`config.mk`:
```
export PLATFORM = sky130hd
export DESIGN_NAME = kbd_io_top
export DESIGN_NICKNAME = d
export VERILOG_FILES = /design/src/kbd_pkg.sv /design/src/kbd_io_top.sv /design/src/kbd_poller.sv /design/src/kbd_device.sv /design/src/kbd_key_port.sv
export VERILOG_INCLUDE_DIRS = /design/src
export SDC_FILE = /design/constraint.sdc
export NUM_CORES = 1
export LEC_CHECK = 0
export ABC_CLOCK_PERIOD_IN_PS = 4910
export BUFFER_PORTS_ARGS = -buffer_cell sky130_fd_sc_hd__buf_2
export CORE_MARGIN = 3
export CORE_UTILIZATION = 33
export DETAILED_ROUTE_END_ITERATION = 6
export PLACE_DENSITY = 0.54
export SLEW_MARGIN = 5
export SYNTH_ARGS = -nofsm -noshare
export SYNTH_HDL_FRONTEND = slang
export SYNTH_SLANG_ARGS = --single-unit
export TNS_END_PERCENT = 50
```
`constraint.sdc`:
```
create_clock -name clk -period 4.91 [get_ports clk]
set_input_delay 0.982 -clock clk [delete_from_list [all_inputs] [get_ports clk]]
set_output_delay 0.982 -clock clk [all_outputs]
set_load 0.01 [all_outputs]
```
`src/kbd_defines.svh`:
```
/*
 * Keyboard subsystem constants
 * Device base address, register offsets, FIFO depth and poll spacing
 */

`ifndef KBD_DEFINES_SVH
`define KBD_DEFINES_SVH

// Device decodes addr[31:4] against this base
`define KBD_BASE 32'hC000_0000

// Byte offsets inside the device window
`define KBD_REG_STAT 4'h0
`define KBD_REG_KEY  4'h4

// Key port FIFO entries, power of two, 2 or more
`define KBD_FIFO_DEPTH 4

// Idle cycles ahead of every status read, 1 or more
`define KBD_POLL_GAP 4

`endif
```
`src/kbd_pkg.sv`:
```
/*
 * Keyboard subsystem types
 * Key event payload, single-cycle bus request and response,
 * and the poller FSM state encoding
 */

package kbd_pkg;

  // One key event as seen on both four-phase ports
  // Release flag sits above code so the pair maps straight onto key register bits 8..0
  typedef struct packed {
    logic       released;  // 1 = key released, 0 = key pressed
    logic [7:0] code;
  } key_event_t;

  // Bus master to slave
  typedef struct packed {
    logic        cyc;    // transaction active this cycle
    logic        we;     // write
    logic [31:0] addr;
    logic [31:0] wdata;
  } bus_req_t;

  // Slave response to the bus master in the request cycle
  typedef struct packed {
    logic        ack;
    logic [31:0] rdata;
  } bus_rsp_t;

  // Poller FSM states
  typedef enum logic [2:0] {
    GAP      = 3'd0,  // idle spacing between status polls
    RD_STAT  = 3'd1,  // read status register
    RD_KEY   = 3'd2,  // read key register
    CLR_STAT = 3'd3,  // write status to clear pending
    OUT_REQ  = 3'd4,  // out_req high, waiting for out_ack
    OUT_WAIT = 3'd5   // out_req low, waiting for out_ack to drop
  } poll_state_t;

endpackage

```
`src/kbd_io_top.sv`:
```
/*
 * Keyboard input subsystem top
 * Keyboard device (with its key port FIFO) polled by a bus-master poller
 */

`timescale 1ns/1ps

module kbd_io_top (
  input  logic                clk,
  input  logic                rst_n,
  input  logic                key_req,
  input  kbd_pkg::key_event_t key_in,
  output logic                key_ack,
  output logic                out_req,
  output kbd_pkg::key_event_t out_event,
  input  logic                out_ack
);

  // Single-cycle bus between poller and device
  kbd_pkg::bus_req_t bus_req;
  kbd_pkg::bus_rsp_t bus_rsp;

  // Slave side with the input handshake and FIFO
  kbd_device u_device (
    .clk     (clk),
    .rst_n   (rst_n),
    .key_req (key_req),
    .key_in  (key_in),
    .key_ack (key_ack),
    .bus_req (bus_req),
    .bus_rsp (bus_rsp)
  );

  // Master side that drives the output handshake
  kbd_poller u_poller (
    .clk       (clk),
    .rst_n     (rst_n),
    .bus_req   (bus_req),
    .bus_rsp   (bus_rsp),
    .out_req   (out_req),
    .out_event (out_event),
    .out_ack   (out_ack)
  );

endmodule

```
`src/kbd_poller.sv`:
```
/*
 * Keyboard poller
 * Bus master that polls the keyboard device status, fetches each key,
 * clears status and forwards the event over a four-phase req/ack port
 */

`timescale 1ns/1ps
`include "kbd_defines.svh"

module kbd_poller (
  input  logic                clk,
  input  logic                rst_n,
  output kbd_pkg::bus_req_t   bus_req,
  input  kbd_pkg::bus_rsp_t   bus_rsp,
  output logic                out_req,
  output kbd_pkg::key_event_t out_event,
  input  logic                out_ack
);

  localparam logic [31:0] BASE     = `KBD_BASE;
  localparam logic [3:0]  STAT_OFF = `KBD_REG_STAT;
  localparam logic [3:0]  KEY_OFF  = `KBD_REG_KEY;
  localparam int          GAP      = `KBD_POLL_GAP;
  localparam int          GAP_W    = $clog2(GAP + 1);

  kbd_pkg::poll_state_t state;
  kbd_pkg::poll_state_t state_nxt;
  logic [GAP_W-1:0]     gap_cnt;
  logic                 gap_done;

  assign gap_done = (gap_cnt == GAP_W'(GAP - 1));

  // Next state
  always_comb begin
    state_nxt = state;
    case (state)
      kbd_pkg::GAP: begin
        if (gap_done) begin
          state_nxt = kbd_pkg::RD_STAT;
        end
      end
      kbd_pkg::RD_STAT: begin
        // Nothing pending goes back to idle spacing
        if (bus_rsp.ack && bus_rsp.rdata[0]) begin
          state_nxt = kbd_pkg::RD_KEY;
        end else begin
          state_nxt = kbd_pkg::GAP;
        end
      end
      kbd_pkg::RD_KEY:   state_nxt = kbd_pkg::CLR_STAT;
      kbd_pkg::CLR_STAT: state_nxt = kbd_pkg::OUT_REQ;
      kbd_pkg::OUT_REQ: begin
        // Hold req until the sink acknowledges
        if (out_ack) begin
          state_nxt = kbd_pkg::OUT_WAIT;
        end
      end
      kbd_pkg::OUT_WAIT: begin
        if (!out_ack) begin
          state_nxt = kbd_pkg::GAP;
        end
      end
      default: state_nxt = kbd_pkg::GAP;
    endcase
  end

  always_ff @(posedge clk or negedge rst_n) begin
    if (!rst_n) begin
      state <= kbd_pkg::GAP;
    end else begin
      state <= state_nxt;
    end
  end

  // Gap counter runs only in GAP and parks at zero elsewhere
  always_ff @(posedge clk or negedge rst_n) begin
    if (!rst_n) begin
      gap_cnt <= '0;
    end else if (state == kbd_pkg::GAP && !gap_done) begin
      gap_cnt <= gap_cnt + 1'b1;
    end else begin
      gap_cnt <= '0;
    end
  end

  // Bus request decoded from state with one cycle per access
  always_comb begin
    bus_req = '0;
    case (state)
      kbd_pkg::RD_STAT: begin
        bus_req.cyc  = 1'b1;
        bus_req.addr = {BASE[31:4], STAT_OFF};
      end
      kbd_pkg::RD_KEY: begin
        bus_req.cyc  = 1'b1;
        bus_req.addr = {BASE[31:4], KEY_OFF};
      end
      kbd_pkg::CLR_STAT: begin
        // wdata bit 0 low clears pending
        bus_req.cyc  = 1'b1;
        bus_req.we   = 1'b1;
        bus_req.addr = {BASE[31:4], STAT_OFF};
      end
      default: bus_req = '0;
    endcase
  end

  // Key read data is captured and held through the whole output handshake
  always_ff @(posedge clk) begin
    if (state == kbd_pkg::RD_KEY) begin
      out_event <= kbd_pkg::key_event_t'(bus_rsp.rdata[8:0]);
    end
  end

  assign out_req = (state == kbd_pkg::OUT_REQ);

endmodule

```
`src/kbd_device.sv`:
```
/*
 * Keyboard device
 * Memory-mapped bus slave with status and key registers, fed by the
 * key port FIFO held inside it
 */

`timescale 1ns/1ps
`include "kbd_defines.svh"

module kbd_device (
  input  logic                clk,
  input  logic                rst_n,
  input  logic                key_req,
  input  kbd_pkg::key_event_t key_in,
  output logic                key_ack,
  input  kbd_pkg::bus_req_t   bus_req,
  output kbd_pkg::bus_rsp_t   bus_rsp
);

  localparam logic [31:0] BASE     = `KBD_BASE;
  localparam logic [3:0]  STAT_OFF = `KBD_REG_STAT;
  localparam logic [3:0]  KEY_OFF  = `KBD_REG_KEY;

  // Key port to device
  logic                fifo_valid;
  kbd_pkg::key_event_t fifo_head;
  logic                fifo_pop;

  logic                addr_hit;
  logic                key_sel;
  logic                stat_clr;
  logic                pending;
  kbd_pkg::key_event_t key_reg;
  logic                load;

  kbd_key_port u_key_port (
    .clk        (clk),
    .rst_n      (rst_n),
    .key_req    (key_req),
    .key_in     (key_in),
    .key_ack    (key_ack),
    .fifo_pop   (fifo_pop),
    .fifo_valid (fifo_valid),
    .fifo_head  (fifo_head)
  );

  // Base decode on the upper address bits gives a same-cycle ack
  assign addr_hit    = bus_req.cyc & (bus_req.addr[31:4] == BASE[31:4]);
  assign bus_rsp.ack = addr_hit;

  // Address bit 2 tells the key register from status
  assign key_sel = (bus_req.addr[2] == KEY_OFF[2]);

  // Status reads pending in bit 0 and key reads the zero-extended event
  assign bus_rsp.rdata = key_sel ? {23'd0, key_reg} : {31'd0, pending};

  // Writing status with bit 0 low clears pending
  // Writes to the key register have no effect
  assign stat_clr = addr_hit & bus_req.we & (bus_req.addr[3:0] == STAT_OFF) &
                    ~bus_req.wdata[0];

  // Take the next event as soon as the register is free
  assign load     = ~pending & fifo_valid;
  assign fifo_pop = load;

  // Load and clear never overlap since clear needs pending set
  always_ff @(posedge clk or negedge rst_n) begin
    if (!rst_n) begin
      pending <= 1'b0;
    end else if (load) begin
      pending <= 1'b1;
    end else if (stat_clr) begin
      pending <= 1'b0;
    end
  end

  // Key register payload
  always_ff @(posedge clk) begin
    if (load) begin
      key_reg <= fifo_head;
    end
  end

endmodule

```
`src/kbd_key_port.sv`:
```
/*
 * Keyboard key port
 * Receives key events over a four-phase req/ack handshake and queues
 * them in a small circular FIFO, oldest entry offered at fifo_head
 */

`timescale 1ns/1ps
`include "kbd_defines.svh"

module kbd_key_port (
  input  logic                clk,
  input  logic                rst_n,
  input  logic                key_req,
  input  kbd_pkg::key_event_t key_in,
  output logic                key_ack,
  input  logic                fifo_pop,
  output logic                fifo_valid,
  output kbd_pkg::key_event_t fifo_head
);

  localparam int DEPTH = `KBD_FIFO_DEPTH;
  localparam int PTR_W = $clog2(DEPTH);

  // Event storage
  kbd_pkg::key_event_t mem [0:DEPTH-1];

  logic [PTR_W-1:0] wr_ptr;
  logic [PTR_W-1:0] rd_ptr;
  logic [PTR_W:0]   count;
  logic             full;
  logic             push;
  logic             pop;

  assign full       = (count == (PTR_W + 1)'(DEPTH));
  assign fifo_valid = (count != '0);
  assign fifo_head  = mem[rd_ptr];

  // A new request is taken only once ack is low again
  // A full FIFO holds off the ack to apply back-pressure
  assign push = key_req & ~key_ack & ~full;
  assign pop  = fifo_pop & fifo_valid;

  // Phase tracker for the receive handshake
  // key_ack high means this req pulse has already been stored
  always_ff @(posedge clk or negedge rst_n) begin
    if (!rst_n) begin
      key_ack <= 1'b0;
    end else if (push) begin
      key_ack <= 1'b1;
    end else if (!key_req) begin
      // Source dropped req so the cycle closes
      key_ack <= 1'b0;
    end
  end

  // Write side of the buffer
  always_ff @(posedge clk) begin
    if (push) begin
      mem[wr_ptr] <= key_in;
    end
  end

  // Pointers wrap on their own since depth is a power of two
  always_ff @(posedge clk or negedge rst_n) begin
    if (!rst_n) begin
      wr_ptr <= '0;
      rd_ptr <= '0;
    end else begin
      if (push) begin
        wr_ptr <= wr_ptr + 1'b1;
      end
      if (pop) begin
        rd_ptr <= rd_ptr + 1'b1;
      end
    end
  end

  // Occupancy holds on a simultaneous push and pop
  always_ff @(posedge clk or negedge rst_n) begin
    if (!rst_n) begin
      count <= '0;
    end else begin
      case ({push, pop})
        2'b10:   count <= count + 1'b1;
        2'b01:   count <= count - 1'b1;
        default: count <= count;
      endcase
    end
  end

endmodule

```
==> run_summary.xml <==
<?xml version="1.0" encoding="UTF-8"?>
<metrics>
  <group name="status">
    <metric name="run_status" unit="">completed</metric>
  </group>
  <group name="yosys">
    <metric name="synth_top_flop_cell" unit="">edfxtp_1</metric>
    <metric name="ys_async_rst_share" unit="%">21.7</metric>
    <metric name="ys_warn_count" unit="">0</metric>
    <metric name="yosysTopAreaCellShare" unit="%">60.6</metric>
    <metric name="post_synth_most_frequent_cells" unit="">54 x edfxtp_1, 15 x dfrtp_1, 9 x and3_1, 9 x inv_1, 9 x mux4_2</metric>
    <metric name="synth_top_cells_by_area" unit="">edfxtp_1 61%, dfrtp_1 14%, mux4_2 7.6%</metric>
    <metric name="post_synth_design_cell_area" unit="mm2">0.00267</metric>
    <metric name="number_of_enable_flip_flop_cells_after_synthesis" unit="">54</metric>
    <metric name="syn_avg_cell_area" unit="um2">18.4</metric>
    <metric name="yosys.cell_count.top_type" unit="">edfxtp_1</metric>
    <metric name="synth_instances" unit="">145</metric>
    <metric name="ys_seq_area_share" unit="%">74.7</metric>
    <metric name="synth_area_leader_cell" unit="">edfxtp_1</metric>
    <metric name="synth_cell_types" unit="">30</metric>
    <metric name="syn_nets" unit="">166</metric>
    <metric name="postSynthRegisterBits" unit="">69</metric>
  </group>
  <group name="detailed_routing">
    <metric name="drt-pass1-iter-count" unit="">4</metric>
    <metric name="post_drt_wl_per_cell" unit="um">14.1</metric>
    <metric name="finalWirelength" unit="um">3960</metric>
    <metric name="route.antenna.remaining_nets" unit="">0</metric>
    <metric name="drcViolationCount" unit="">0</metric>
    <metric name="avgViaCountPerCell" unit="">4.51</metric>
    <metric name="vias" unit="">1267</metric>
    <metric name="initialDrtViolationCount" unit="">34</metric>
  </group>
  <group name="clocking">
    <metric name="clk-insertion-delay-late" unit="ns">0.33</metric>
    <metric name="root_buffer" unit="">clkbuf_8</metric>
    <metric name="postCtsHoldBufs" unit="">0</metric>
    <metric name="clockBufferDepth" unit="">2</metric>
    <metric name="cts.sinks" unit="">69</metric>
    <metric name="post_cts.resized_instances" unit="">0</metric>
    <metric name="post-cts-setup-buffer-count" unit="">0</metric>
    <metric name="cts_tree" unit="">yes</metric>
    <metric name="htreeDepth" unit="">3</metric>
    <metric name="tritoncts_buffers" unit="">9</metric>
    <metric name="clock_edge_transition_at_the_registers_on_the_reported_setup_and_hold_paths" unit="ns">0.07</metric>
  </group>
  <group name="sta">
    <metric name="fmaxAchievable" unit="GHz">0.417</metric>
    <metric name="worst-slew-pin-transition" unit="ns">0.896</metric>
    <metric name="slew-limit-headroom" unit="%">40.0</metric>
    <metric name="finalCritPeriodShare" unit="%">48.8</metric>
    <metric name="min_period" unit="ns">2.40</metric>
    <metric name="final.setup.tns" unit="ns">0</metric>
    <metric name="setup_slack" unit="ns">2.51</metric>
    <metric name="slew_viol_final" unit="">0</metric>
    <metric name="hold_violations" unit="">0</metric>
    <metric name="final.setup_skew" unit="ns">0.00821</metric>
    <metric name="setup_viol_count_final" unit="">0</metric>
    <metric name="rsz0062_at_grt" unit="">false</metric>
  </group>
  <group name="floorplan">
    <metric name="die_w" unit="um">96.0</metric>
    <metric name="initial_utilization" unit="%">34.2</metric>
    <metric name="fp-row-count" unit="">32</metric>
    <metric name="design.die.area" unit="mm2">0.00922</metric>
    <metric name="dieHeight" unit="um">96.0</metric>
    <metric name="design.core.area" unit="mm2">0.00781</metric>
    <metric name="design.portCount" unit="">24</metric>
  </group>
  <group name="critical_path">
    <metric name="criticalPathCategory" unit="">reg -&gt; reg</metric>
    <metric name="startpoint_type" unit="">flip-flop</metric>
    <metric name="cpPeakStageDelay" unit="ns">0.68</metric>
    <metric name="critical-path-slowest-cell" unit="">nor2_1</metric>
    <metric name="cpLargestDelayFamily" unit="">simple AND/OR/NAND/NOR gates</metric>
    <metric name="worst-endpoint-arrival" unit="ns">2.66</metric>
    <metric name="cp_data_required_time" unit="ns">5.17</metric>
    <metric name="worstPathCellList" unit="">nor3_1 &gt; nor2_1 &gt; ha_1 &gt; inv_1 &gt; fa_1 &gt; xor2_1 &gt; nor2_1 &gt; xor2_1</metric>
    <metric name="cp-end-kind" unit="">flip-flop</metric>
    <metric name="timing.critical_path.fanout_max" unit="">12</metric>
    <metric name="worst-path-buf-inv" unit="">1</metric>
  </group>
  <group name="placement">
    <metric name="dpl_worst_slack" unit="ns">2.36</metric>
    <metric name="io_buffers" unit="">23</metric>
    <metric name="post-place-cells" unit="">265</metric>
    <metric name="last_weighted_congestion_value_of_the_routability_driven_placer" unit="">0.700</metric>
    <metric name="dpl_cell_area" unit="mm2">0.00289</metric>
    <metric name="hpwl" unit="um">2750</metric>
  </group>
  <group name="final_layout">
    <metric name="fill_cells" unit="">732</metric>
    <metric name="summed_area_of_non_filler_cells_in_the_final_layout" unit="mm2">0.00307</metric>
    <metric name="largest_register_ffs" unit="">36</metric>
    <metric name="non_filler_instance_count_after_layout" unit="">281</metric>
    <metric name="areaGrowthSynthToFinish" unit="%">14.9</metric>
    <metric name="final_net_count" unit="">195</metric>
    <metric name="antennaDiodeCount" unit="">0</metric>
    <metric name="drive_above_1_share" unit="%">27.9</metric>
  </group>
  <group name="global_route">
    <metric name="grt_first_pass_wirelength" unit="um">6330</metric>
    <metric name="antenna_violations_before_repair" unit="">0</metric>
    <metric name="maximum_number_of_pins_on_one_net_before_global_route_repair" unit="">16</metric>
    <metric name="overflow" unit="">0</metric>
    <metric name="grt_pass1_vias" unit="">1292</metric>
    <metric name="grt.total_usage" unit="%">9.74</metric>
  </group>
  <group name="worst_hold_path">
    <metric name="worstHoldPathType" unit="">reg -&gt; reg</metric>
  </group>
  <group name="pwr">
    <metric name="leakagePower" unit="nW">1.18</metric>
    <metric name="powerDensity" unit="mW/mm2">561</metric>
    <metric name="vdd.ir_drop.worst" unit="mV">0.150</metric>
    <metric name="p_total" unit="W">0.00172</metric>
  </group>
  <group name="job">
    <metric name="drv_cap" unit="">0</metric>
  </group>
</metrics>
metal layers:
layer | global-route usage [%] | vias to the layer above | wire (um)
met2 | 15.3 | 30 | 1970
met5 | 0 | - | 0
met4 | 5.69 | 0 | 74
met1 | 11.4 | 627 | 1720
met3 | 3.67 | 9 | 196
li1 | - | 601 | -
cell usage in the layout, fill, tap and decap left out, types with 2 or more instances in the layout:
cell type  count
edfxtp_1      54
buf_2         23
dfrtp_1       15
and3_1         9
inv_1          9
mux4_2         9
clkbuf_8       9
nor2_1         8
ha_1           7
xor2_1         4
and2_2         3
and3b_1        2
and2_1         2
xnor2_1        2
o21ai_0        2
clkinv_2       2
clkbuf_1       2
kinds of logic (layout without fill, tap and decap cells):
family                   Yosys count  after routing  share of synthesized area, %
AO/OA/AOI/OAI                      6              6                          1.45
AND/OR/NAND/NOR                   30             30                          6.64
flip-flops                        69             69                          74.7
adder cells (fa/ha/maj)            8              8                          4.02
multiplexers                      12             12                          8.94
XOR/XNOR                           6              6                          1.97
buffers and inverters             14             48                          2.29
path summary, 6_finish.rpt:
| path | from | end | slack, ns | cells after the start |
|---|---|---|---|---|
| worst max-delay path | u_device.u_key_port.count[0] | u_device.u_key_port.count[2] | 2.51 | 8 |
| worst min-delay path | u_poller.gap_cnt[0] | u_poller.gap_cnt[0] | 0.45 | 1 |
| worst max register to register | u_device.u_key_port.count[0] | u_device.u_key_port.count[2] | 2.51 | 8 |
| worst min register to register | u_poller.gap_cnt[0] | u_poller.gap_cnt[0] | 0.45 | 1 |
| max in group asynchronous | rst_n | u_device.u_key_port.count[0] | 4.10 | 1 |
| min in group asynchronous | rst_n | u_poller.gap_cnt[2] | 0.55 | 1 |
stage by stage:
stage	utilization, %	hold WS (ns)
global route	39.3	0.477
CTS	39.3	0.454
finish	39.3	0.445
global placement	37.0	0.420
detailed placement	37.0	0.445
floorplan	-	0.408
cell type report:
type | count | area, um2 | share of cell area, %
Inverter | 9 | 33.8 | 1.10
Clock buffer | 11 | 131 | 4.28
Multi-Input combinational cell | 62 | 616 | 20.0
Sequential cell | 69 | 2000 | 65.0
Clock inverter | 5 | 51.3 | 1.67
Timing Repair Buffer | 23 | 115 | 3.75
Tap cell | 102 | 128 | 4.15
power by group:
group / switching, W / internal [W] / total, W
combinational: 0.000188 / 0.000195 / 0.000384
clock: 0.000197 / 0.000231 / 0.000428
sequential: 0.000105 / 0.000806 / 0.000910
total: 0.000490 / 0.00123 / 0.00172
(Power assumes the default switching activity.)
